<file path="src/hdl/tpu_defines.svh">
`ifndef TPU_DEFINES_SVH
`define TPU_DEFINES_SVH

// array edge
`define TPU_DIM 4

// operand and accumulator widths
`define TPU_ELEM_W 8
`define TPU_ACC_W 32

// job dimension widths
`define TPU_K_W 10
`define TPU_M_W 11
`define TPU_N_W 9

// buffer index widths
`define TPU_A_IDX_W 14
`define TPU_B_IDX_W 12
`define TPU_C_IDX_W 11

// one packed column of A or row of B
`define TPU_IN_W (`TPU_DIM * `TPU_ELEM_W)

// one row of C
`define TPU_ROW_W (`TPU_DIM * `TPU_ACC_W)

`endif

</file>
<file path="src/hdl/tpu_pkg.sv">
`include "tpu_defines.svh"

package tpu_pkg;

    // job size as given with start
    typedef struct packed {
        logic [`TPU_K_W-1:0] k;
        logic [`TPU_M_W-1:0] m;
        logic [`TPU_N_W-1:0] n;
    } tpu_dims_t;

    // one cycle of buffer data with its step tags
    typedef struct packed {
        logic [`TPU_IN_W-1:0] a_word;
        logic [`TPU_IN_W-1:0] b_word;
        logic                 first;
        logic                 last;
        logic                 job_last;
    } feed_t;

    // one byte lane after skewing
    typedef struct packed {
        logic [`TPU_ELEM_W-1:0] a;
        logic [`TPU_ELEM_W-1:0] b;
        logic                   first;
        logic                   last;
        logic                   job_last;
    } lane_t;

    typedef struct packed {
        logic                    en;
        logic [`TPU_C_IDX_W-1:0] index;
        logic [`TPU_ROW_W-1:0]   data;
    } c_write_t;

endpackage

</file>
<file path="src/hdl/tile_sequencer.sv">
`include "tpu_defines.svh"

module tile_sequencer (
    input  logic                    clk,
    input  logic                    rst_n,
    input  logic                    start,
    input  tpu_pkg::tpu_dims_t      dims,
    input  logic                    job_done,
    input  logic [`TPU_IN_W-1:0]    a_data,
    input  logic [`TPU_IN_W-1:0]    b_data,
    output logic                    busy,
    output logic [`TPU_A_IDX_W-1:0] a_index,
    output logic [`TPU_B_IDX_W-1:0] b_index,
    output tpu_pkg::feed_t          feed,
    output logic                    feed_en
);

    tpu_pkg::tpu_dims_t   dims_q;
    logic                 feeding;
    logic [`TPU_K_W-1:0]  cnt_k;
    logic [`TPU_M_W-1:0]  cnt_m;
    logic [`TPU_N_W-1:0]  cnt_n;
    logic [`TPU_K_W-1:0]  k_last;
    logic [`TPU_M_W-1:0]  m_last;
    logic [`TPU_N_W-1:0]  n_last;
    logic                 k_end;
    logic                 m_end;
    logic                 n_end;
    logic                 accept;

    assign accept = start & ~busy;

    // last counter values, tile counts are dims over the array edge
    assign k_last = dims_q.k - 1'b1;
    assign m_last = `TPU_M_W'(dims_q.m / `TPU_DIM - 1);
    assign n_last = `TPU_N_W'(dims_q.n / `TPU_DIM - 1);

    assign k_end = (cnt_k == k_last);
    assign m_end = (cnt_m == m_last);
    assign n_end = (cnt_n == n_last);

    always_ff @(posedge clk) begin
        if (accept) begin
            dims_q <= dims;
        end
    end

    always_ff @(posedge clk) begin
        if (!rst_n) begin
            busy    <= 1'b0;
            feeding <= 1'b0;
            cnt_k   <= '0;
            cnt_m   <= '0;
            cnt_n   <= '0;
            a_index <= '0;
            b_index <= '0;
        end else if (accept) begin
            busy    <= 1'b1;
            feeding <= 1'b1;
            cnt_k   <= '0;
            cnt_m   <= '0;
            cnt_n   <= '0;
            a_index <= '0;
            b_index <= '0;
        end else begin
            if (job_done) begin
                busy <= 1'b0;
            end
            if (feeding) begin
                if (!k_end) begin
                    cnt_k   <= cnt_k + 1'b1;
                    a_index <= a_index + 1'b1;
                    b_index <= b_index + 1'b1;
                end else if (!m_end) begin
                    // next row tile, same column tile
                    cnt_k   <= '0;
                    cnt_m   <= cnt_m + 1'b1;
                    a_index <= a_index + 1'b1;
                    b_index <= b_index - `TPU_B_IDX_W'(k_last);
                end else if (!n_end) begin
                    cnt_k   <= '0;
                    cnt_m   <= '0;
                    cnt_n   <= cnt_n + 1'b1;
                    a_index <= '0;
                    b_index <= b_index + 1'b1;
                end else begin
                    feeding <= 1'b0;
                end
            end
        end
    end

    // buffer data comes back in the same cycle
    assign feed.a_word   = a_data;
    assign feed.b_word   = b_data;
    assign feed.first    = (cnt_k == '0);
    assign feed.last     = k_end;
    assign feed.job_last = k_end & m_end & n_end;
    assign feed_en       = feeding;

endmodule

</file>
<file path="src/hdl/skew_buffer.sv">
`include "tpu_defines.svh"

module skew_buffer (
    input  logic           clk,
    input  logic           rst_n,
    input  tpu_pkg::feed_t feed,
    input  logic           feed_en,
    output tpu_pkg::lane_t lanes [`TPU_DIM]
);

    genvar i;

    generate
        for (i = 0; i < `TPU_DIM; i++) begin : g_lane
            tpu_pkg::lane_t split;
            tpu_pkg::lane_t dly [i+1];

            // byte 0 sits in the top bits of the word
            always_comb begin
                split.a        = feed.a_word[(`TPU_DIM-1-i)*`TPU_ELEM_W +: `TPU_ELEM_W];
                split.b        = feed.b_word[(`TPU_DIM-1-i)*`TPU_ELEM_W +: `TPU_ELEM_W];
                split.first    = feed_en & feed.first;
                split.last     = feed_en & feed.last;
                split.job_last = feed_en & feed.job_last;
            end

            // stage 0 is common to all lanes, then i more
            always_ff @(posedge clk) begin
                dly[0] <= split;
                for (int d = 1; d <= i; d++) begin
                    dly[d] <= dly[d-1];
                end
                if (!rst_n) begin
                    for (int d = 0; d <= i; d++) begin
                        dly[d].first    <= 1'b0;
                        dly[d].last     <= 1'b0;
                        dly[d].job_last <= 1'b0;
                    end
                end
            end

            assign lanes[i] = dly[i];
        end
    endgenerate

endmodule

</file>
<file path="src/hdl/mac_cell.sv">
`include "tpu_defines.svh"

module mac_cell (
    input  logic                   clk,
    input  logic                   rst_n,
    input  tpu_pkg::lane_t         a_in,
    input  logic [`TPU_ELEM_W-1:0] b_in,
    output tpu_pkg::lane_t         a_out,
    output logic [`TPU_ELEM_W-1:0] b_out,
    output logic [`TPU_ACC_W-1:0]  result
);

    logic [2*`TPU_ELEM_W-1:0] prod;
    logic [`TPU_ACC_W-1:0]    acc;
    logic [`TPU_ACC_W-1:0]    sum;
    logic [`TPU_ACC_W-1:0]    hold;

    assign prod = a_in.a * b_in;

    // first starts a new dot product
    assign sum = (a_in.first ? '0 : acc) + `TPU_ACC_W'(prod);

    always_ff @(posedge clk) begin
        acc <= sum;
        if (a_in.last) begin
            hold <= sum;
        end
        a_out <= a_in;
        b_out <= b_in;
        if (!rst_n) begin
            a_out.first    <= 1'b0;
            a_out.last     <= 1'b0;
            a_out.job_last <= 1'b0;
        end
    end

    // stays valid until the next tile's last arrives
    assign result = hold;

endmodule

</file>
<file path="src/hdl/systolic_array.sv">
`include "tpu_defines.svh"

module systolic_array (
    input  logic                  clk,
    input  logic                  rst_n,
    input  tpu_pkg::lane_t        lanes [`TPU_DIM],
    output logic [`TPU_DIM-1:0]   row_done,
    output logic                  row_final,
    output logic [`TPU_ROW_W-1:0] row_data [`TPU_DIM]
);

    tpu_pkg::lane_t         h_bus [`TPU_DIM][`TPU_DIM+1];
    logic [`TPU_ELEM_W-1:0] v_bus [`TPU_DIM+1][`TPU_DIM];
    logic [`TPU_ACC_W-1:0]  cell_res [`TPU_DIM][`TPU_DIM];

    genvar i, j;

    generate
        for (i = 0; i < `TPU_DIM; i++) begin : g_row
            // the b byte of lane i feeds column i instead
            assign h_bus[i][0] = '{
                a:        lanes[i].a,
                b:        '0,
                first:    lanes[i].first,
                last:     lanes[i].last,
                job_last: lanes[i].job_last
            };
            assign v_bus[0][i] = lanes[i].b;

            for (j = 0; j < `TPU_DIM; j++) begin : g_col
                mac_cell mac_cell_i (
                    .clk    (clk),
                    .rst_n  (rst_n),
                    .a_in   (h_bus[i][j]),
                    .b_in   (v_bus[i][j]),
                    .a_out  (h_bus[i][j+1]),
                    .b_out  (v_bus[i+1][j]),
                    .result (cell_res[i][j])
                );
            end

            // last has left the rightmost cell
            assign row_done[i] = h_bus[i][`TPU_DIM].last;
        end
    endgenerate

    assign row_final = h_bus[`TPU_DIM-1][`TPU_DIM].job_last;

    // column 0 goes to the top bits
    always_comb begin
        for (int r = 0; r < `TPU_DIM; r++) begin
            for (int c = 0; c < `TPU_DIM; c++) begin
                row_data[r][(`TPU_DIM-1-c)*`TPU_ACC_W +: `TPU_ACC_W] = cell_res[r][c];
            end
        end
    end

endmodule

</file>
<file path="src/hdl/result_drain.sv">
`include "tpu_defines.svh"

module result_drain (
    input  logic                  clk,
    input  logic                  rst_n,
    input  logic                  start,
    input  logic [`TPU_DIM-1:0]   row_done,
    input  logic                  row_final,
    input  logic [`TPU_ROW_W-1:0] row_data [`TPU_DIM],
    output tpu_pkg::c_write_t     c_wr,
    output logic                  job_done
);

    logic [`TPU_C_IDX_W-1:0] c_index;
    logic [`TPU_ROW_W-1:0]   sel_row;
    logic                    wr_en;

    assign wr_en = |row_done;

    // at most one row finishes per cycle
    always_comb begin
        sel_row = '0;
        for (int i = 0; i < `TPU_DIM; i++) begin
            if (row_done[i]) begin
                sel_row = row_data[i];
            end
        end
    end

    always_ff @(posedge clk) begin
        if (!rst_n) begin
            c_index <= '0;
        end else if (start) begin
            c_index <= '0;
        end else if (wr_en) begin
            c_index <= c_index + 1'b1;
        end
    end

    assign c_wr = '{en: wr_en, index: c_index, data: sel_row};

    // bottom row of the last tile
    assign job_done = row_done[`TPU_DIM-1] & row_final;

endmodule

</file>
<file path="src/hdl/tpu_top.sv">
`include "tpu_defines.svh"

module tpu_top (
    input  logic                    clk,
    input  logic                    rst_n,
    input  logic                    start,
    input  tpu_pkg::tpu_dims_t      dims,
    output logic                    busy,
    output logic [`TPU_A_IDX_W-1:0] a_index,
    input  logic [`TPU_IN_W-1:0]    a_data,
    output logic [`TPU_B_IDX_W-1:0] b_index,
    input  logic [`TPU_IN_W-1:0]    b_data,
    output tpu_pkg::c_write_t       c_wr
);

    tpu_pkg::feed_t        feed;
    logic                  feed_en;
    tpu_pkg::lane_t        lanes [`TPU_DIM];
    logic [`TPU_DIM-1:0]   row_done;
    logic                  row_final;
    logic [`TPU_ROW_W-1:0] row_data [`TPU_DIM];
    logic                  job_done;
    logic                  job_start;

    // start while busy is dropped
    assign job_start = start & ~busy;

    tile_sequencer tile_sequencer_i (
        .clk      (clk),
        .rst_n    (rst_n),
        .start    (start),
        .dims     (dims),
        .job_done (job_done),
        .a_data   (a_data),
        .b_data   (b_data),
        .busy     (busy),
        .a_index  (a_index),
        .b_index  (b_index),
        .feed     (feed),
        .feed_en  (feed_en)
    );

    skew_buffer skew_buffer_i (
        .clk     (clk),
        .rst_n   (rst_n),
        .feed    (feed),
        .feed_en (feed_en),
        .lanes   (lanes)
    );

    systolic_array systolic_array_i (
        .clk       (clk),
        .rst_n     (rst_n),
        .lanes     (lanes),
        .row_done  (row_done),
        .row_final (row_final),
        .row_data  (row_data)
    );

    result_drain result_drain_i (
        .clk       (clk),
        .rst_n     (rst_n),
        .start     (job_start),
        .row_done  (row_done),
        .row_final (row_final),
        .row_data  (row_data),
        .c_wr      (c_wr),
        .job_done  (job_done)
    );

endmodule

</file>
<file path="config.mk">
export PLATFORM = sky130hd
export DESIGN_NAME = tpu_top
export DESIGN_NICKNAME = d
export VERILOG_FILES = /design/src/hdl/tpu_pkg.sv /design/src/hdl/tile_sequencer.sv /design/src/hdl/skew_buffer.sv /design/src/hdl/mac_cell.sv /design/src/hdl/systolic_array.sv /design/src/hdl/result_drain.sv /design/src/hdl/tpu_top.sv
export VERILOG_INCLUDE_DIRS = /design/src /design/src/hdl
export SDC_FILE = /design/constraint.sdc
export NUM_CORES = 2
export LEC_CHECK = 0
export ABC_AREA = 1
export BUFFER_PORTS_ARGS = -buffer_cell sky130_fd_sc_hd__buf_4
export CAP_MARGIN = 20
export CORE_UTILIZATION = 60
export DETAILED_ROUTE_END_ITERATION = 8
export GPL_TIMING_DRIVEN = 0
export MAX_ROUTING_LAYER = met4
export PLACE_DENSITY = 0.77
export SLEW_MARGIN = 20
export SYNTH_ARGS = -nofsm -noshare
export SYNTH_HDL_FRONTEND = slang
export SYNTH_SLANG_ARGS = --single-unit
</file>
<file path="constraint.sdc">
create_clock -name clk -period 13.15 [get_ports clk]
set_input_delay 1.9725 -clock clk [delete_from_list [all_inputs] [get_ports clk]]
set_output_delay 1.9725 -clock clk [all_outputs]
set_load 0.05 [all_outputs]
</file>
==> insert_results.sql <==
INSERT INTO impl_metrics (metric_group, metric, value, unit) VALUES
('flow_run', 'drv_cap', '0', ''),
('pwr', 'pwr_density_cell', '251', 'nW/um^2'),
('critical_path', 'path_class', 'register to register', ''),
('detailed_routing', 'wl', '238', 'mm'),
('layout', 'layout-drive-gt1-share', '5.62', '%'),
('grt', 'largest_net_degree_at_the_start_of_global_routing', '52', ''),
('sta', 'totalNegativeSetupSlack', '0', 'ps'),
('pwr', 'power', '26.5', 'mW'),
('sta', 'final_hold_viol_count', '0', ''),
('yosys', 'netlist-cell-type-count', '57', ''),
('die', 'ioPinCount', '264', ''),
('detailed_routing', 'initialDrtViolationCount', '5407', ''),
('yosys', 'yosys.area_share.adder', '25.8', '%'),
('sta', 'endpoints_failing_setup', '0', ''),
('outcome', 'result_of_the_run', 'completed', ''),
('grt', 'first_global_vias', '71200', ''),
('placed_design', 'dp_cells', '13400', ''),
('cts', 'clock_root_buffer_master', 'clkbuf_16', ''),
('placed_design', 'preCtsSetupSlack', '6540', 'ps'),
('critical_path', 'critical_path_required', '13680', 'ps'),
('yosys', 'largest_family_of_logic_cells_by_synthesized_area', 'adder cells', ''),
('die', 'initial_utilization', '60.6', '%'),
('yosys', 'syn_nets', '12600', ''),
('yosys', 'synth_seq_area_share', '37.6', '%'),
('cts', 'insertion_delay', '820', 'ps'),
('detailed_routing', 'drt-pass1-iter-count', '7', ''),
('critical_path', 'critPathSlowestCell', 'o21ai_0', ''),
('yosys', 'yosys.area.top_type', 'dfxtp_1', ''),
('layout', 'layoutNonFillerInstCount', '13700', ''),
('yosys', 'synth.area.top_cells', 'dfxtp_1 (21%), edfxtp_1 (17%), fa_1 (17%), inv_1 (10%), nand2_1 (10%)', ''),
('grt', 'grt_util_all_layers', '31.3', '%'),
('sta', 'fmax', '148', 'MHz'),
('sta', 'max_slew_margin', '30.9', '%'),
('placed_design', 'port_buffers', '259', ''),
('critical_path', 'setup.worst_path.start_class', 'register', ''),
('sta', 'timing.clock.skew', '35.4', 'ps'),
('cts', 'post_cts_resized', '0', ''),
('layout', 'flow.area_growth_from_synthesis', '11.3', '%'),
('sta', 'worstMarginPinSlew', '1040', 'ps'),
('yosys', 'area_share_of_the_largest_cell_type_after_synthesis', '20.6', '%'),
('yosys', 'post_synth_and_or_nand_nor_area_fraction', '15.5', '%'),
('cts', 'cts.sink_count', '1515', ''),
('yosys', 'synth_mux_area_share', '0', '%'),
('yosys', 'synth-compound-area-share', '4.70', '%'),
('layout', 'fillCellCount', '12500', ''),
('cts', 'cts_buffers', '167', ''),
('sta', 'period_share', '51.5', '%'),
('pwr', 'peakVddDrop', '0.366', 'mV'),
('cts', 'cts_setup_buffers', '0', ''),
('die', 'die_area', '160000', 'sq um'),
('detailed_routing', 'num_vias', '70900', ''),
('placed_design', 'place_congestion', '0.973', ''),
('pwr', 'p_leak', '55.1', 'nW'),
('placed_design', 'dp.final_hpwl', '191', 'mm'),
('critical_path', 'critical_path.most_common_cell', 'inv_1', ''),
('grt', 'global_route_wire_length_before_repair', '378', 'mm'),
('sta', 'whs', '321', 'ps'),
('cts', 'cts-root-to-sink-buffers', '3', ''),
('die', 'fp-row-count', '145', ''),
('sta', 'unrepaired_setup_endpoints_after_global_routing', 'false', ''),
('grt', 'grt_antenna_before_repair', '10', ''),
('layout', 'post-route-util', '67.5', '%'),
('yosys', 'postSynthRegisterBits', '1515', ''),
('yosys', 'synth_async_sr_flop_share', '0', '%'),
('layout', 'final_area', '106000', 'sq um'),
('die', 'die_height', '400', 'um'),
('yosys', 'synth.avg_cell_area', '8.62', 'sq um'),
('layout', 'nNetsFinal', '13000', ''),
('sta', 'final.min_clock_period', '6780', 'ps'),
('yosys', 'postSynth.topFlopCell', 'dfxtp_1', ''),
('grt', 'global_route.overflow_total', '0', '');
-- sequential cells by signal, summed over array words and instances (netlist names) --
register,count
tile_sequencer_i.cnt_k,10
result_drain_i.c_index,11
tile_sequencer_i.feed_en,1
systolic_array_i.g_row.g_col.mac_cell_i.acc,512
systolic_array_i.g_row.g_col.mac_cell_i.a_out,124
tile_sequencer_i.b_index,12
systolic_array_i.g_row.g_col.mac_cell_i.result,512
tile_sequencer_i.dims_q,26
tile_sequencer_i.cnt_m,11
tile_sequencer_i.a_index,14
skew_buffer_i.g_lane.dly,176
systolic_array_i.g_row.g_col.mac_cell_i.b_out,96
tile_sequencer_i.cnt_n,9
tile_sequencer_i.busy,1
-- synthesized netlist by cell type (67+ instances only) --
cell and instances:
o21ai_0 155, inv_1 2587, nand4_1 67, a21oi_1 542, clkbuf_1 371, ha_1 676, xor2_1 323, fa_1 801
edfxtp_1 538, nand3_1 239, dfxtp_1 977, xnor2_1 153, nand2_1 2524, nor2_1 732
-- per-layer routing --
| layer | vias up | GRT usage (%) | routed length (um) |
|---|---|---|---|
| met5 | - | - | 0 |
| met4 | 0 | 9.62 | 7450 |
| met3 | 445 | 4.49 | 17900 |
| met2 | 2308 | 49.4 | 110000 |
| met1 | 34100 | 41.9 | 102000 |
| li1 | 34000 | - | - |
-- placed cells by master, fill, tap and decap left out, types with 16 or more instances in the layout --
master        n
nor4_1       32
fa_1        801
nand4_1      67
buf_2        26
clkbuf_16   173
inv_1      2587
xor2_1      323
ha_1        676
a21oi_1     542
o21ai_1      24
edfxtp_1    538
xnor2_1     153
o21a_1       20
nand2_1    2524
a21boi_0     16
clkbuf_1    399
o21ai_0     155
clkbuf_8     22
clkinv_2     25
nor2_1      731
nand3_1     239
nor3_1       63
buf_4       263
dfxtp_1     964
-- final cells by class --
cell class / count / area share, %
tap: 2058 / 2.43
timing repair buffer: 278 / 2.23
clock buffer: 231 / 4.51
inverter: 2599 / 9.23
antenna: 5 / 0.0118
multi-input combinational: 6498 / 45.3
clock inverter: 83 / 0.944
sequential: 1515 / 33.8
buffer: 413 / 1.54
-- final timing paths --
check | depth (start not counted) | slack (ps) | from | end
max reg2reg | 22 | 6370 | register | register
max | 22 | 6370 | register | register
min | 0 | 320 | skew_buffer_i.g_lane[3].dly[2][17]$_DFF_P_ | skew_buffer_i.g_lane[3].dly[3][17]$_DFF_P_
min reg2reg | 0 | 320 | skew_buffer_i.g_lane[3].dly[2][17]$_DFF_P_ | skew_buffer_i.g_lane[3].dly[3][17]$_DFF_P_
-- power by group --
| part | internal [mW] | switching, mW | leakage [nW] |
|---|---|---|---|
| combinational | 5.48 | 9.15 | 39.2 |
| sequential | 6.75 | 0.253 | 13.1 |
| clock | 2.85 | 2.03 | 2.82 |
| total | 15.1 | 11.4 | 55.1 |
-- kinds of logic (layout without fill, tap and decap cells) --
| group | count (synthesis) | after routing |
|---|---|---|
| AOI/OAI and AO/OA | 835 | 835 |
| buffers and inverters | 3012 | 3604 |
| adders and majority gates | 1477 | 1477 |
| DFF | 1515 | 1515 |
| and+or+nand+nor | 3709 | 3709 |
| xor gates and xnor gates | 477 | 477 |
| other | 0 | 5 |
-- worst max-delay path, delay by kind of cell (launching register included) --
family	cells	cell delay (ps)
xor gates and xnor gates	1	160
buffers and inverters	8	1340
adders and majority gates	5	2450
AOI/OAI and AO/OA	3	1260
and+or+nand+nor	5	910
DFF	1	350
Note: power is estimated with default switching activity, not from simulation.
